[src/design/mem_stage_pkg.sv]
package mem_stage_pkg;

    // data path and address width
    localparam int xlen = 64;

    // memory geometry
    localparam int num_banks  = 8;
    localparam int lane_bits  = 3;     // byte offset inside a row
    localparam int row_bits   = 8;
    localparam int bank_depth = 256;   // rows per bank
    localparam int mem_bytes  = 2048;  // window, address wraps here

    // address used when no source is selected
    localparam logic [63:0] fixed_base = 64'h0000_0000_8000_0000;

    // memory opcode, same codes as the core control word
    typedef enum logic [3:0] {
        op_none = 4'd0,
        op_ld   = 4'd1,
        op_lw   = 4'd2,
        op_lh   = 4'd3,
        op_lb   = 4'd4,
        op_lwu  = 4'd5,
        op_lhu  = 4'd6,
        op_lbu  = 4'd7,
        op_sd   = 4'd8,
        op_sw   = 4'd9,
        op_sh   = 4'd10,
        op_sb   = 4'd11
    } mem_op_e;

    // address source
    typedef enum logic [2:0] {
        addr_base = 3'd0,
        addr_dest = 3'd1,
        addr_rs1  = 3'd2,
        addr_rs2  = 3'd3,
        addr_imm  = 3'd4,
        addr_snpc = 3'd5
    } addr_sel_e;

    // store data source
    typedef enum logic [2:0] {
        data_dest = 3'd0,
        data_rs1  = 3'd1,
        data_rs2  = 3'd2,
        data_imm  = 3'd3,
        data_snpc = 3'd4
    } data_sel_e;

endpackage

[src/design/mem_byte_bank.sv]
`timescale 1ns/100ps

module mem_byte_bank (
    input  logic                               clk,
    input  logic                               en,
    input  logic                               we,
    input  logic [mem_stage_pkg::row_bits-1:0] row,
    input  logic [7:0]                         wdata,
    output logic [7:0]                         rdata
);

    logic [7:0] mem [mem_stage_pkg::bank_depth];

    // write first, read registered, rdata holds when idle
    always_ff @(posedge clk) begin
        if (en) begin
            if (we) begin
                mem[row] <= wdata;
            end else begin
                rdata <= mem[row];
            end
        end
    end

endmodule

[config.mk]
export PLATFORM = sky130hd
export DESIGN_NAME = mem_byte_bank
export DESIGN_NICKNAME = d
export VERILOG_FILES = /design/src/design/mem_stage_pkg.sv /design/src/design/mem_byte_bank.sv
export SDC_FILE = /design/constraint.sdc
export NUM_CORES = 2
export LEC_CHECK = 0
export BUFFER_PORTS_ARGS = -buffer_cell sky130_fd_sc_hd__buf_4
export CORE_MARGIN = 5
export CORE_UTILIZATION = 47
export DETAILED_ROUTE_END_ITERATION = 7
export PLACE_DENSITY = 0.61
export SYNTH_ARGS = -nofsm -noshare
export SYNTH_HDL_FRONTEND = slang
export SYNTH_SLANG_ARGS = --single-unit
[constraint.sdc]
create_clock -name clk -period 2.35 [get_ports clk]
set_input_delay 0.235 -clock clk [delete_from_list [all_inputs] [get_ports clk]]
set_output_delay 0.235 -clock clk [all_outputs]
set_load 0.01 [all_outputs]
==> flow_summary.toml <==
[cts]
clk_pin_slew_ps = 60
post-cts-setup-buffers = 0
ctsRootBufferMaster = "clkbuf_16"
clock_latency_ps = 820
cts_tree = "built"
cts_sinks = 2056
cts_htree_levels = 4
numCtsBuffers = 201
cts_buffer_depth = 3

[yosys]
syn_avg_cell_area_um2 = 22.2
netlist_area_um2 = 78400
syn_nets = 3545
netlist_instances = 3526
synth_cell_types = 21
seq_area_frac_synth = 0.788
synth.yosys.warnings = 0
synth-seq-cells = 2056

[power]
irDropWorstVdd_mv = 0.790
power_density_nw_per_um2 = 796
power.leakage_nw = 30.2

[floorplan]
core_area_um2 = 165000
die_y_um = 418
fp.dieW_um = 418
initial_core_util = 0.474
num_rows = 149
dieArea_um2 = 175000
io_pins = 27

[sta]
period_needed_ps = 2410
max_freq_ghz = 0.416
final.setup.tns_ps = -102
fin_crit_sh = 1.02
rsz0062_at_grt = "yes"
relSlewSlack = 0.370
setup_slack_ps = -55.4
slew_violations = 0
fin_skew_ps = 31.3
tightest_slew_ps = 943
hold_viol_final = 0
finalSetupViolations = 2

[setup_path]
cp.buffers_inverters = 1
cpPeakStageDelay_ps = 530
critical_path_arrival_ps = 2950
cp.required_ps = 2890
r2r_end = "rdata[3]$_DFFE_PP_"
cp.depth = 6
path_max_fanout = 1
critPathLaunch = "mem[86][3]$_DFFE_PP_"
path_delay_family = "compound AO/OA/AOI/OAI gates"
reg2regPathDepth = 6
ff2ff_setup_slack_ps = -60
start_kind = "flip-flop"
r2r_start = "mem[86][3]$_DFFE_PP_"
endpoint = "rdata[3]$_DFFE_PP_"
path_cells = "mux4_2 > a22oi_2 > a21oi_4 > o41ai_4 > buf_4 > nand4_1"
path_class = "reg2reg"
cpMaxStageDelayCell = "o41ai_4"
cp-end-kind = "flip-flop"

[routing]
dr.pass1.iters = 6
remaining_drc_errors = 0
drtIter0Drc = 4710
topRoutingLayerUsed = "met4"
final_antenna_net_count = 0
vias_per_cell = 5.98
wl_met2_mm = 96.4
wl_met3_mm = 15.2
routed_wl_mm = 196
wl_per_cell_um = 29.8
vias = 39401
drt-met1-wl_mm = 80.9

[placement]
io_buffer_count = 26
hpwl_mm = 126
place.gp.congestion = 0.839
placed_area_um2 = 87700

[layout]
fin_util = 0.574
final_common_cell = "edfxtp_1"
drive_gt1_frac = 0.380
fill_cells = 11950
area_delta_synth_final_pct = 21.1
final_nets = 4248
final_cell_mix = "edfxtp_1 (2,056), buf_4 (562), mux4_2 (512)"
postLayoutCellArea_um2 = 94900

[global_routing]
grt_max_degree = 93
grt_usage = 0.227
grt_pass1_wl_mm = 287
gr-total-overflow = 0
antenna_found_initial = 2
grt_pass1_vias = 40077

[status]
violations = "setup timing"
status = "complete, but fails checks"

[flow_run]
cap_violations = 0

[min_path]
hp-class = "in2reg"
-- worst min-delay path: stages --
cell,delay [ps]
buf_4,140
nor2b_1,140
buf_4,200
-- cells in the mapped netlist --
cell	number	share of area
a21oi_1	128	0.0082
a22oi_1	256	0.025
and2_1	2	0.00016
and4_1	1	0.00011
buf_1	21	0.0010
buf_2	41	0.0026
buf_4	11	0.0011
buf_6	9	0.0013
clkbuf_1	143	0.0068
edfxtp_1	2056	0.79
mux4_2	512	0.15
nand2_1	30	0.0014
nand2b_1	2	0.00016
nand3_1	4	0.00026
nand4_1	8	0.00064
nor2_1	259	0.012
nor2b_1	7	0.00056
nor3_1	1	0.000064
nor3b_1	2	0.00019
o41ai_1	32	0.0036
or2_2	1	0.000080
-- layer usage --
layer / vias to the layer above / track usage
met2: 1626 / 0.366
met4: 0 / 0.0510
met3: 239 / 0.0366
li1: 16413 / -
met1: 21123 / 0.331
met5: - / 0
-- sequential cells by signal, summed over array words and instances, names as in the netlist --
register	count
rdata	8
mem	2048
-- metrics by stage --
| stage | worst slack, ps | hold WS, ps | power (mW) | std cells |
|---|---|---|---|---|
| after CTS | -41.4 | 39.3 | 76.1 | 6583 |
| after global routing | -89.6 | 71.4 | 77.9 | 6584 |
| after floorplan | -80.6 | 334 | 42.9 | 3526 |
| final | -55.4 | 99.7 | 75.6 | 6584 |
| after detailed placement | -1370 | 592 | 45.1 | 6206 |
| after global placement | -1360 | 580 | 45.0 | 6206 |
-- where the power goes --
group          leakage [nW]  switching [mW]  internal, mW
clock network          3.06            13.5          17.6
logic                  8.68            2.36          1.64
registers              18.5          0.0228          40.4
total                  30.2            15.9          59.6
-- kinds of logic after synthesis --
group,share of synthesized area
buf+inv,0.0128
simple gates,0.0161
compound gates,0.0363
mux,0.147
flops,0.788
-- timing repair --
item	CTS	global route
pin swaps	15	22
gates resized for setup	75	44
endpoints found under the setup margin	8	8
endpoints found under the hold margin	398	0
hold buffers	9	0
-- worst min-delay path by stage --
stage | startpoint | to | slack [ps] | depth (start not counted)
floorplan | wdata[0] | mem[0][0]$_DFFE_PP_ | 330 | 0
global placement | wdata[3] | mem[82][3]$_DFFE_PP_ | 580 | 1
detailed placement | wdata[3] | mem[83][3]$_DFFE_PP_ | 590 | 1
CTS | en | rdata[1]$_DFFE_PP_ | 40 | 3
global route | en | rdata[1]$_DFFE_PP_ | 70 | 3
finish | en | rdata[5]$_DFFE_PP_ | 100 | 3
-- final cells by class --
class                           instances  area, um^2  area share
Antenna cell                            1        2.50   0.0000264
Clock buffer                          245        5240      0.0552
Sequential cell                      2056       61700       0.650
Multi-Input combinational cell       1245       16800       0.177
Clock inverter                        123        1130      0.0119
Timing Repair Buffer                  725        7320      0.0772
Tap cell                             2189        2740      0.0288
(Power assumes the default switching activity.)
