[src/design/mem_stage_pkg.sv]
package mem_stage_pkg;

    // data path and address width
    localparam int xlen = 64;

    // memory geometry
    localparam int num_banks  = 8;
    localparam int lane_bits  = 3;     // byte offset inside a row
    localparam int row_bits   = 8;
    localparam int bank_depth = 256;   // rows per bank
    localparam int mem_bytes  = 2048;  // window, address wraps here

    // address used when no source is selected
    localparam logic [63:0] fixed_base = 64'h0000_0000_8000_0000;

    // memory opcode, same codes as the core control word
    typedef enum logic [3:0] {
        op_none = 4'd0,
        op_ld   = 4'd1,
        op_lw   = 4'd2,
        op_lh   = 4'd3,
        op_lb   = 4'd4,
        op_lwu  = 4'd5,
        op_lhu  = 4'd6,
        op_lbu  = 4'd7,
        op_sd   = 4'd8,
        op_sw   = 4'd9,
        op_sh   = 4'd10,
        op_sb   = 4'd11
    } mem_op_e;

    // address source
    typedef enum logic [2:0] {
        addr_base = 3'd0,
        addr_dest = 3'd1,
        addr_rs1  = 3'd2,
        addr_rs2  = 3'd3,
        addr_imm  = 3'd4,
        addr_snpc = 3'd5
    } addr_sel_e;

    // store data source
    typedef enum logic [2:0] {
        data_dest = 3'd0,
        data_rs1  = 3'd1,
        data_rs2  = 3'd2,
        data_imm  = 3'd3,
        data_snpc = 3'd4
    } data_sel_e;

endpackage

[src/design/load_align.sv]
`timescale 1ns/100ps

module load_align (
    input  logic                                      clk,
    input  logic                                      rst,
    input  mem_stage_pkg::mem_op_e                    load_op,
    input  logic [mem_stage_pkg::lane_bits-1:0]       byte_off,
    input  logic [mem_stage_pkg::num_banks-1:0][7:0]  bank_rdata,
    output logic [mem_stage_pkg::xlen-1:0]            read_data
);

    mem_stage_pkg::mem_op_e                op_q;
    logic [mem_stage_pkg::lane_bits-1:0]   off_q;
    logic [mem_stage_pkg::xlen-1:0]        raw;
    logic [mem_stage_pkg::xlen-1:0]        rot;

    // pending load, lines up with the bank read edge
    always_ff @(posedge clk) begin
        if (!rst) begin
            op_q  <= mem_stage_pkg::op_none;
            off_q <= '0;
        end else begin
            op_q  <= load_op;
            off_q <= byte_off;
        end
    end

    assign raw = bank_rdata; // lane b in byte b

    // rotate right so byte k of the access lands in byte k
    assign rot = (raw >> (8 * off_q))
               | (raw << (mem_stage_pkg::xlen - 8 * off_q));

    always_comb begin
        case (op_q)
            mem_stage_pkg::op_ld: begin
                read_data = rot;
            end
            mem_stage_pkg::op_lw: begin
                read_data = {{32{rot[31]}}, rot[31:0]};
            end
            mem_stage_pkg::op_lh: begin
                read_data = {{48{rot[15]}}, rot[15:0]};
            end
            mem_stage_pkg::op_lb: begin
                read_data = {{56{rot[7]}}, rot[7:0]}; // signed byte
            end
            mem_stage_pkg::op_lwu: begin
                read_data = {32'd0, rot[31:0]};
            end
            mem_stage_pkg::op_lhu: begin
                read_data = {48'd0, rot[15:0]};
            end
            mem_stage_pkg::op_lbu: begin
                read_data = {56'd0, rot[7:0]};
            end
            default: begin
                read_data = '0; // no load pending
            end
        endcase
    end

endmodule

[config.mk]
export PLATFORM = sky130hd
export DESIGN_NAME = load_align
export DESIGN_NICKNAME = d
export VERILOG_FILES = /design/src/design/mem_stage_pkg.sv /design/src/design/load_align.sv
export SDC_FILE = /design/constraint.sdc
export NUM_CORES = 1
export LEC_CHECK = 0
export BUFFER_PORTS_ARGS = -buffer_cell sky130_fd_sc_hd__buf_2
export CORE_ASPECT_RATIO = 0.75
export CORE_MARGIN = 1
export CORE_UTILIZATION = 54
export CTS_BUF_LIST = sky130_fd_sc_hd__clkbuf_16
export DETAILED_ROUTE_END_ITERATION = 6
export PLACE_DENSITY = 0.83
export SETUP_SLACK_MARGIN = 0.5
export SLEW_MARGIN = 15
export SYNTH_ARGS = -nofsm -noshare
export SYNTH_HDL_FRONTEND = slang
export SYNTH_SLANG_ARGS = --single-unit
[constraint.sdc]
create_clock -name clk -period 4.7 [get_ports clk]
set_input_delay 0.47 -clock clk [delete_from_list [all_inputs] [get_ports clk]]
set_output_delay 0.47 -clock clk [all_outputs]
set_load 0.005 [all_outputs]
==> metrics.md <==
| Metric | Value |
|---|---|
| Status | completed |
| WS Path Type | flip-flop to output pin |
| Distinct cells, synth | 58 |
| Main combinational cell family by area after synthesis | multiplexers |
| Slowest cell delay on critical path | between 0.7 and 0.8 ns |
| Synth top area share | 19.9% |
| Register Area | about 150 um2 |
| Synth Area in XOR/XNOR | less than 1% |
| Setup crit end kind | output pin |
| CTS Hold Bufs | 0 |
| Setup TNS | 0 ns |
| Grt ovf | 0 |
| Crit-path leading delay family | compound AO/OA/AOI/OAI gates |
| Worst VDD drop | about 110 uV |
| Min-delay src | byte_off[1] |
| Area grow syn2layout | 14.1% |
| Vias in the first global route | just under 5000 |
| Post-route ant nets | 0 |
| Post-synth ARST share | 0% |
| Worst-Margin Slew | 1.27 ns |
| Worst-path cell chain | buf_12 > nor2b_1 > a22oi_1 > a22o_1 > a21oi_2 > o21ai_0 > buf_2 |
| Filler Cell Count | 713 |
| First-pass GRT wire length | about 27000 um |
| Seq pwr share | 8.3% |
| Clock buffer count from CTS | 3 |
| Post-Synth Adder-Cell Area | less than 1% |
| Initial antenna violation count | 0 |
| Final hold vios | 0 |
| Iter 0 DRT Violations | just over 900 |
| I/O pin count | around 140 |
| Leakage | ~2.1 nW |
| Final #Nets | around 730 |
| Setup violators final | 0 |
| CP required | approximately 4.2 ns |
| Placeable core area | between 7000 and 8000 um2 |
| Via count | around 5600 |
| Sequential share of the synthesized area | around 3.1% |
| Pin count of the biggest net entering global routing | 167 |
| CP Data Arrival Time | 3.47 ns |
| Synth Warn # | 0 |
| Power share of the clock group | ~17% |
| Tmin final | approximately 3.9 ns |
| CTS root buf | clkbuf_16 |
| Clock sinks | 7 |
| Die Y | ~80 um |
| Startpoint Class | flip-flop |
| Post-DR vias/cell | roughly 7.4 |
| Top cells by area, synth | mux4_2 (20%), mux2i_1 (15%), o21ai_0 (5.8%) |
| Internal power | about 0.00046 W |
| Logic pwr share | between 70% and 80% |
| Finished Core Util | 64.6% |
| Worst Hold End | off_q[1]$_SDFF_PN0_ |
| Pwr Density | ~170 nW/um2 |
| Die width | about 110 um |
| Sw frac | roughly half |
| Max-cap violations | 0 |
| H-tree levels | 1 |
| CTS tree | yes |
| Net switching power figure | around 0.00044 W |
| WL/cell | about 24 um |
| Peak fanout along the critical path | ~170 |
| CP Buf/Inv Count | 2 |
| Area leader, netlist | mux4_2 |
| RSZ-0062 raised after global routing | false |
| Hold Path Class | primary input to flip-flop |
| Slew headroom | between 10 and 15% |
| Total routed wirelength | approximately 18000 um |
| Mapped Avg Cell Area | 8.00 um2 |
| Synth Register Bits | 7 |
| Row count | 28 |
| Tcrit/Tclk final | between 80% and 90% |
| Synth Area in Compound Gates | ~31% |
| Final Max Slew Viols | 0 |
| Post-synthesis cell count | 565 |
| ANT cells | 0 |
| Pre-antenna DRT Iters | 7 |
| Post-synth EDFFs | 0 |
| Post-Synth Simple-Gate Area | 18.9% |
| Die ar. | a little under 9000 um2 |
| Post-CTS Resized | 0 |
| Mapped Area | 4520 um2 |
| Syn Nets | 639 |
| Port bufs | ~140 |
| Mux share of post-synthesis cell area | a little under two fifths |
| DRC viols | 0 |
| Placer Congestion | just under 1 |
| Clock slew at reported path FFs | approximately 0.04 ns |
| Gr usage total | roughly two fifths |
| Initial core utilization | between 50% and 60% |
| Maximum root-to-sink buffer count | 2 |
| Setup Fix Bufs, Post-CTS | 0 |
| Share of cells above drive strength 1 | 35.9% |
| Dpl hpwl | 13000 um |
| Fmax achieved | around 250 MHz |
| CP max stage cell | nor2b_1 |
| Multi-input logic area | slightly above 4000 um2 |
| Primary FF master, synth | dfxtp_1 |
| Hold Path Depth | 2 |
-- kinds of logic after synthesis --
group,Yosys count
AOI/OAI and AO/OA,211
and+or+nand+nor,165
muxes,118
buffers and inverters,61
DFF,7
xor gates and xnor gates,2
adders and majority gates,1
-- stage by stage --
| step | worst slack, ns | cell area (um2) | instances | hold slack, ns | power, W |
|---|---|---|---|---|---|
| global route | 0.605 | 5160 | 759 | 0.468 | 0.000938 |
| floorplan | 1.05 | 4520 | 565 | 0.592 | 0.000499 |
| finish | 0.761 | 5160 | 759 | 0.455 | 0.000893 |
| global placement | 1.23 | 5080 | 755 | 0.693 | 0.000704 |
| detailed placement | 1.16 | 5080 | 755 | 0.694 | 0.000714 |
| CTS | 0.902 | 5160 | 759 | 0.454 | 0.000868 |
-- cell usage after synthesis, drive strengths merged, types with 7 or more instances --
| master | instances |
|---|---|
| mux2i | 67 |
| nor2b | 34 |
| o22ai | 19 |
| a211oi | 35 |
| o21ai | 60 |
| nor2 | 34 |
| and2 | 7 |
| mux2 | 10 |
| buf | 42 |
| a21oi | 47 |
| a221oi | 10 |
| nand2 | 42 |
| a2bb2oi | 10 |
| clkbuf | 16 |
| a22oi | 8 |
| mux4 | 41 |
| dfxtp | 7 |
| nor3 | 16 |
| o211ai | 11 |
| nand3 | 16 |
-- worst max-delay path by stage --
stage / startpoint / end / slack (ns) / depth (start not counted)
5_1_grt: off_q[0]$_SDFF_PN0_ / read_data[24] / 0.60 / 7
2_1_floorplan: off_q[1]$_SDFF_PN0_ / read_data[43] / 1.05 / 14
6_report: off_q[0]$_SDFF_PN0_ / read_data[19] / 0.76 / 7
3_3_place_gp: off_q[0]$_SDFF_PN0_ / read_data[57] / 1.23 / 8
3_5_place_dp: off_q[0]$_SDFF_PN0_ / read_data[19] / 1.16 / 7
4_1_cts: off_q[0]$_SDFF_PN0_ / read_data[19] / 0.90 / 7
-- state kept, by name, summed over array words and instances (netlist names) --
register	cells
off_q	3
op_q	4
-- cells in the final DEF, fill, tap and decap left out, types with 9 or more instances in the layout --
master,Yosys,routed
nor3_1,15,14
nor2_1,33,33
buf_2,28,136
a211oi_1,34,34
nor2b_1,34,34
o22ai_1,19,19
a21oi_1,46,46
o21ai_0,52,52
a221oi_1,10,10
a2bb2oi_1,10,10
nand2_1,41,41
mux2_2,9,9
nand3_1,12,12
mux2i_1,67,67
mux4_2,40,40
-- metal layers --
| layer | share of wire (%) | GRT usage, % |
|---|---|---|
| met2 | 40 | 57.9 |
| met4 | 1.8 | 8.36 |
| met5 | 0 | 0 |
| met1 | 39 | 60.7 |
| met3 | 19 | 13.9 |
-- layout make-up --
type | instances | area share, %
timing repair buffer | 143 | 14.5
clock inverter | 1 | 0.0728
inverter | 3 | 0.218
multi-input combinational | 497 | 78.4
clock buffer | 3 | 1.46
sequential | 7 | 2.84
tap | 105 | 2.55
-- power groups by stage --
stage / clock [W] / sequential, W / combinational, W
detailed placement: 0 / 0.0000743 / 0.000640
finish: 0.000149 / 0.0000737 / 0.000670
global route: 0.000153 / 0.0000746 / 0.000710
CTS: 0.000150 / 0.0000733 / 0.000644
global placement: 0 / 0.0000737 / 0.000630
floorplan: 0 / 0.0000677 / 0.000431
Note: power is estimated with default switching activity, not from simulation.
