<file path="src/design/mem_stage_pkg.sv">
package mem_stage_pkg;

    // data path and address width
    localparam int xlen = 64;

    // memory geometry
    localparam int num_banks  = 8;
    localparam int lane_bits  = 3;     // byte offset inside a row
    localparam int row_bits   = 8;
    localparam int bank_depth = 256;   // rows per bank
    localparam int mem_bytes  = 2048;  // window, address wraps here

    // address used when no source is selected
    localparam logic [63:0] fixed_base = 64'h0000_0000_8000_0000;

    // memory opcode, same codes as the core control word
    typedef enum logic [3:0] {
        op_none = 4'd0,
        op_ld   = 4'd1,
        op_lw   = 4'd2,
        op_lh   = 4'd3,
        op_lb   = 4'd4,
        op_lwu  = 4'd5,
        op_lhu  = 4'd6,
        op_lbu  = 4'd7,
        op_sd   = 4'd8,
        op_sw   = 4'd9,
        op_sh   = 4'd10,
        op_sb   = 4'd11
    } mem_op_e;

    // address source
    typedef enum logic [2:0] {
        addr_base = 3'd0,
        addr_dest = 3'd1,
        addr_rs1  = 3'd2,
        addr_rs2  = 3'd3,
        addr_imm  = 3'd4,
        addr_snpc = 3'd5
    } addr_sel_e;

    // store data source
    typedef enum logic [2:0] {
        data_dest = 3'd0,
        data_rs1  = 3'd1,
        data_rs2  = 3'd2,
        data_imm  = 3'd3,
        data_snpc = 3'd4
    } data_sel_e;

endpackage

</file>
<file path="src/design/mem_req_decode.sv">
`timescale 1ns/100ps

module mem_req_decode (
    input  logic [mem_stage_pkg::xlen-1:0]                               dest,
    input  logic [mem_stage_pkg::xlen-1:0]                               rs1_data,
    input  logic [mem_stage_pkg::xlen-1:0]                               rs2_data,
    input  logic [mem_stage_pkg::xlen-1:0]                               imm,
    input  logic [mem_stage_pkg::xlen-1:0]                               snpc,
    input  mem_stage_pkg::mem_op_e                                       mem_op,
    input  mem_stage_pkg::addr_sel_e                                     addr_sel,
    input  mem_stage_pkg::data_sel_e                                     data_sel,
    output logic [mem_stage_pkg::num_banks-1:0]                          lane_en,
    output logic [mem_stage_pkg::num_banks-1:0]                          lane_we,
    output logic [mem_stage_pkg::num_banks-1:0][mem_stage_pkg::row_bits-1:0] lane_row,
    output logic [mem_stage_pkg::num_banks-1:0][7:0]                     lane_wdata,
    output mem_stage_pkg::mem_op_e                                       load_op,
    output logic [mem_stage_pkg::lane_bits-1:0]                          byte_off
);

    logic [mem_stage_pkg::xlen-1:0]      addr;
    logic [mem_stage_pkg::xlen-1:0]      wdata;
    logic [mem_stage_pkg::xlen-1:0]      wdata_rot;
    logic [mem_stage_pkg::num_banks-1:0] width_mask;
    logic [mem_stage_pkg::num_banks-1:0] mask_rot;
    logic [mem_stage_pkg::row_bits-1:0]  base_row;

    always_comb begin
        case (addr_sel)
            mem_stage_pkg::addr_base: addr = mem_stage_pkg::fixed_base;
            mem_stage_pkg::addr_dest: addr = dest;
            mem_stage_pkg::addr_rs1:  addr = rs1_data;
            mem_stage_pkg::addr_rs2:  addr = rs2_data;
            mem_stage_pkg::addr_imm:  addr = imm;
            mem_stage_pkg::addr_snpc: addr = snpc;
            default:                  addr = mem_stage_pkg::fixed_base;
        endcase
    end

    always_comb begin
        case (data_sel)
            mem_stage_pkg::data_dest: wdata = dest;
            mem_stage_pkg::data_rs1:  wdata = rs1_data;
            mem_stage_pkg::data_rs2:  wdata = rs2_data;
            mem_stage_pkg::data_imm:  wdata = imm;
            mem_stage_pkg::data_snpc: wdata = snpc;
            default:                  wdata = '0;
        endcase
    end

    assign byte_off = addr[mem_stage_pkg::lane_bits-1:0];
    assign base_row = addr[mem_stage_pkg::lane_bits +: mem_stage_pkg::row_bits]; // upper bits dropped

    // store width in bytes, as a lane mask before rotation
    always_comb begin
        case (mem_op)
            mem_stage_pkg::op_sd: width_mask = 8'hff;
            mem_stage_pkg::op_sw: width_mask = 8'h0f;
            mem_stage_pkg::op_sh: width_mask = 8'h03;
            mem_stage_pkg::op_sb: width_mask = 8'h01;
            default:              width_mask = 8'h00;
        endcase
    end

    // rotate left by byte_off lanes
    assign mask_rot  = (width_mask << byte_off)
                     | (width_mask >> (mem_stage_pkg::num_banks - byte_off));
    assign wdata_rot = (wdata << (8 * byte_off))
                     | (wdata >> (mem_stage_pkg::xlen - 8 * byte_off));

    always_comb begin
        lane_en = '0;
        lane_we = '0;
        load_op = mem_stage_pkg::op_none;
        case (mem_op)
            mem_stage_pkg::op_ld, mem_stage_pkg::op_lw, mem_stage_pkg::op_lh,
            mem_stage_pkg::op_lb, mem_stage_pkg::op_lwu, mem_stage_pkg::op_lhu,
            mem_stage_pkg::op_lbu: begin
                lane_en = '1; // read every lane
                load_op = mem_op;
            end
            mem_stage_pkg::op_sd, mem_stage_pkg::op_sw,
            mem_stage_pkg::op_sh, mem_stage_pkg::op_sb: begin
                lane_en = mask_rot;
                lane_we = mask_rot;
            end
            default: begin
                lane_en = '0;
            end
        endcase
    end

    always_comb begin
        for (int b = 0; b < mem_stage_pkg::num_banks; b++) begin
            lane_wdata[b] = wdata_rot[8*b +: 8];
            if (b < int'(byte_off)) begin
                lane_row[b] = base_row + 1'b1; // wrapped into next row
            end else begin
                lane_row[b] = base_row;
            end
        end
    end

endmodule

</file>
<file path="config.mk">
export PLATFORM = sky130hd
export DESIGN_NAME = mem_req_decode
export DESIGN_NICKNAME = d
export VERILOG_FILES = /design/src/design/mem_stage_pkg.sv /design/src/design/mem_req_decode.sv
export SDC_FILE = /design/constraint.sdc
export NUM_CORES = 1
export LEC_CHECK = 0
export BUFFER_PORTS_ARGS = -buffer_cell sky130_fd_sc_hd__clkbuf_2
export CAP_MARGIN = 5
export CORE_AREA = 8 8 181 183
export DETAILED_ROUTE_END_ITERATION = 8
export DIE_AREA = 0 0 189 191
export GPL_TIMING_DRIVEN = 0
export PLACE_DENSITY = 0.65
export SLEW_MARGIN = 5
export SYNTH_ARGS = -nofsm -noshare
export SYNTH_HDL_FRONTEND = slang
export SYNTH_SLANG_ARGS = --single-unit
</file>
<file path="constraint.sdc">
create_clock -name vclk -period 6.55
set_input_delay 0.9825 -clock vclk [all_inputs]
set_output_delay 0.9825 -clock vclk [all_outputs]
set_load 0.005 [all_outputs]
</file>
==> parameters.txt <==
Parameter                              Value

Global routing
  Layer carrying the most global-route usage ... met2
  Global-route track usage on met1 ... 47.0%
  Global route total overflow ... 0
  Number of antenna violations at the first check in global routing ... 7
  Met3 track demand over resource ... 8.90%
  Vias in the first global route ... 13800
  GRT Total Usage ... 38.0%
  Maximum number of pins on one net before global-route repair ... 11
  Wire length of the first global-routing pass ... 101000 µm
  Met2 routing resource usage after global routing ... 59.8%

Yosys
  Combined area of all synthesized cells ... 8280 µm²
  Largest cells by area after synthesis ... sky130_fd_sc_hd__a22oi_1 (8.6%), sky130_fd_sc_hd__a21oi_1 (6.8%), sky130_fd_sc_hd__nand2_1 (6.6%)
  Net count of the mapped netlist ... 1618
  Area share of the leading cell type in the synthesized netlist ... 8.61%
  Top cell types by occurrence after synthesis ... sky130_fd_sc_hd__nand2_1 (145), sky130_fd_sc_hd__a21oi_1 (112), sky130_fd_sc_hd__nor2_1 (112), sky130_fd_sc_hd__a22oi_1 (95), sky130_fd_sc_hd__o21ai_0 (68)
  Sequential fraction of the synthesis area ... 0%
  Number of warnings printed during yosys synthesis ... 0
  Most area-hungry cell type in the Yosys netlist ... sky130_fd_sc_hd__a22oi_1
  Most common cell in the synthesized netlist ... sky130_fd_sc_hd__nand2_1
  Number of distinct library cell variants in the gate-level netlist after synthesis ... 84
  Syn avg cell area ... 6.44 µm²
  Post-synthesis instance total ... 1286

CTS
  Hold buffer count at cts ... 0

Timing
  Final period utilization ... 100%
  Final number of setup-violating endpoints ... 1
  Timing-limited maximum frequency ... 153 MHz
  Min setup slack post-route ... -0.00393 ns
  Worst-case hold slack ... 2.27 ns
  Final Critical Period ... 6.55 ns
  Hold Violations, Final ... 0
  Unrepaired setup endpoints after global routing ... no
  Least-Margin Pin Slew ... 1.32 ns
  Total Neg Setup Slack ... -0.00393 ns
  Max Transition Viols Final ... 0
  Slew margin rel. ... 11.2%

Final layout
  Number of sequential storage elements ... 0
  Area added between synthesis and finish ... 36.1%
  Number of nets in the finished design ... 2097
  Layout clock buffers ... 0
  Fraction of final layout cells sized beyond drive strength 1 ... 37.3%
  Sequential Area ... 0 µm²
  Fin area ... 11300 µm²

Route
  Avg Vias per Cell ... 6.50
  Detailed Route Iter0 Violations ... 2128
  Count of TritonRoute iterations in the first routing pass ... 6
  Count of vias placed by the detailed router ... 14100
  Mean routed wirelength per cell ... 33.8 µm
  Number of design rule violations left after detail routing ... 0
  Antenna Violating Nets Remaining ... 0
  Routed WL ... 73300 µm

Power
  Max rail drop VDD ... 0.0712 mV
  LEAKAGE ... 5.12 nW
  Power Dens Cells ... 152 nW/µm²
  Overall Power ... 1.71 mW

Place
  Post-Place Worst Slack ... -0.671 ns
  Placed instance area ... 11200 µm²
  Buffers added on ports ... 477
  Half-perimeter wire length of the detailed placement result ... 58900 µm
  Placer Congestion ... 1.04

Setup path
  Crit path buffers/inverters ... 10
  Critical path data arrival time ... 5.57 ns
  CP required ... 5.57 ns
  Slowest cell delay on critical path ... 0.74 ns
  CP startpoint kind ... primary input
  Slowest library cell on the worst path ... sky130_fd_sc_hd__clkbuf_1
  Maximum fanout along the worst path ... 10
  Category of the worst setup path capture point ... output port
  CP delay by family, top ... buffers and inverters
  Type of the setup path with the least slack ... in2out
  Critical Path Most Common Cell ... sky130_fd_sc_hd__buf_2
  Cell-by-cell listing of the critical path ... clkbuf_2, buf_2, and3b_1, a22o_1, or2_1, buf_4, inv_4, buf_6, buf_2, clkbuf_4, ha_4, and3b_1, a32oi_1, o211a_1, buf_2, nand2_1, clkbuf_1, o221ai_1, clkbuf_2

Die
  Ports placed on the boundary ... 481
  Core Box Area ... 30000 µm²
  DIE WIDTH ... 189 µm
  # rows ... 64
  Die outline height ... 191 µm
  Full die area ... 36100 µm²
  Starting density of the core ... 27.6%

Run status
  Result of the run ... complete, but fails checks
  Failing checks ... negative setup slack

Run
  Max_cap viols ... 0

Worst hold path
  Tightest Hold Check Type ... in2out
where the power goes:
| part | leakage, nW | switching [mW] | internal [mW] |
|---|---|---|---|
| sequential | 0 | 0 | 0 |
| combinational | 5.12 | 1.12 | 0.589 |
| clock | 0.0000444 | 0 | 0.000000144 |
placed cells by master, fill, tap and decap left out, types with 8 or more instances in the layout:
| cell type | Yosys | routed |
|---|---|---|
| sky130_fd_sc_hd__a22oi_1 | 95 | 95 |
| sky130_fd_sc_hd__buf_4 | 19 | 23 |
| sky130_fd_sc_hd__mux2i_1 | 52 | 52 |
| sky130_fd_sc_hd__nand2_1 | 145 | 144 |
| sky130_fd_sc_hd__a221o_1 | 9 | 9 |
| sky130_fd_sc_hd__o22a_1 | 16 | 16 |
| sky130_fd_sc_hd__a32o_1 | 10 | 10 |
| sky130_fd_sc_hd__nor2b_1 | 32 | 32 |
| sky130_fd_sc_hd__o22ai_1 | 44 | 42 |
| sky130_fd_sc_hd__o32a_1 | 23 | 23 |
| sky130_fd_sc_hd__and2_1 | 10 | 10 |
| sky130_fd_sc_hd__nand2b_1 | 16 | 16 |
| sky130_fd_sc_hd__a211oi_1 | 38 | 38 |
| sky130_fd_sc_hd__a21oi_1 | 112 | 112 |
| sky130_fd_sc_hd__clkbuf_1 | 52 | 43 |
| sky130_fd_sc_hd__xnor2_1 | 42 | 42 |
| sky130_fd_sc_hd__mux2_2 | 43 | 43 |
| sky130_fd_sc_hd__o2bb2ai_1 | 11 | 11 |
| sky130_fd_sc_hd__o21ai_1 | 9 | 9 |
| sky130_fd_sc_hd__nor2_1 | 112 | 109 |
| sky130_fd_sc_hd__a22o_1 | 13 | 13 |
| sky130_fd_sc_hd__nand3_1 | 37 | 37 |
| sky130_fd_sc_hd__a2bb2oi_1 | 8 | 8 |
| sky130_fd_sc_hd__o21ai_0 | 68 | 67 |
| sky130_fd_sc_hd__buf_6 | 11 | 11 |
| sky130_fd_sc_hd__or3_1 | 9 | 9 |
| sky130_fd_sc_hd__clkbuf_2 | 1 | 485 |
| sky130_fd_sc_hd__a31oi_1 | 16 | 16 |
| sky130_fd_sc_hd__nor3_1 | 19 | 19 |
| sky130_fd_sc_hd__o211ai_1 | 19 | 19 |
| sky130_fd_sc_hd__buf_2 | 55 | 51 |
per-layer routing:
layer	vias up	routed length, µm
met2	1290	31500
met3	291	8790
met1	6616	27600
met4	0	5410
li1	5885	-
met5	-	0
tightest hold or removal path: cells and delay by family:
kind / cells / cell delay [ns]
buf+inv: 2 / 0.25
simple gates: 1 / 0.06
path summary, 6_finish.rpt:
path	from	endpoint	depth (start not counted)
worst max-delay path	addr_sel[0]	lane_wdata[37]	19
worst min-delay path	mem_op[3]	load_op[0]	3
area by class of cell:
type	instances	area, µm²
timing repair buffer	479	2400
tap	396	495
inverter	15	63.8
fill	3395	18800
multi-input combinational	1125	7500
buffer	144	787
antenna	7	17.5
cells by family (layout without fill, tap and decap cells):
kind of cell | after synthesis | count (layout) | synth area share, %
other cells | 1 | 8 | 0.0453
mux | 99 | 99 | 13.1
compound gates | 556 | 556 | 47.2
xor+xnor | 49 | 49 | 5.18
simple gates | 417 | 417 | 24.0
buf+inv | 161 | 638 | 10.1
fa+ha+maj | 3 | 3 | 0.423
stage by stage:
step,std cells,utilization [%]
floorplan,1286,-
global placement,2159,37.2
detailed placement,2159,37.2
CTS,2157,37.3
global route,2166,37.5
finish,2166,37.5
repair_timing:
item | 4_1_cts | 5_1_grt
pin swaps | 0 | 2
gates resized for setup | 18 | 9
setup endpoints to repair | 61 | 50
setup buffers | 0 | 2
Note: power is estimated with default switching activity, not from simulation.
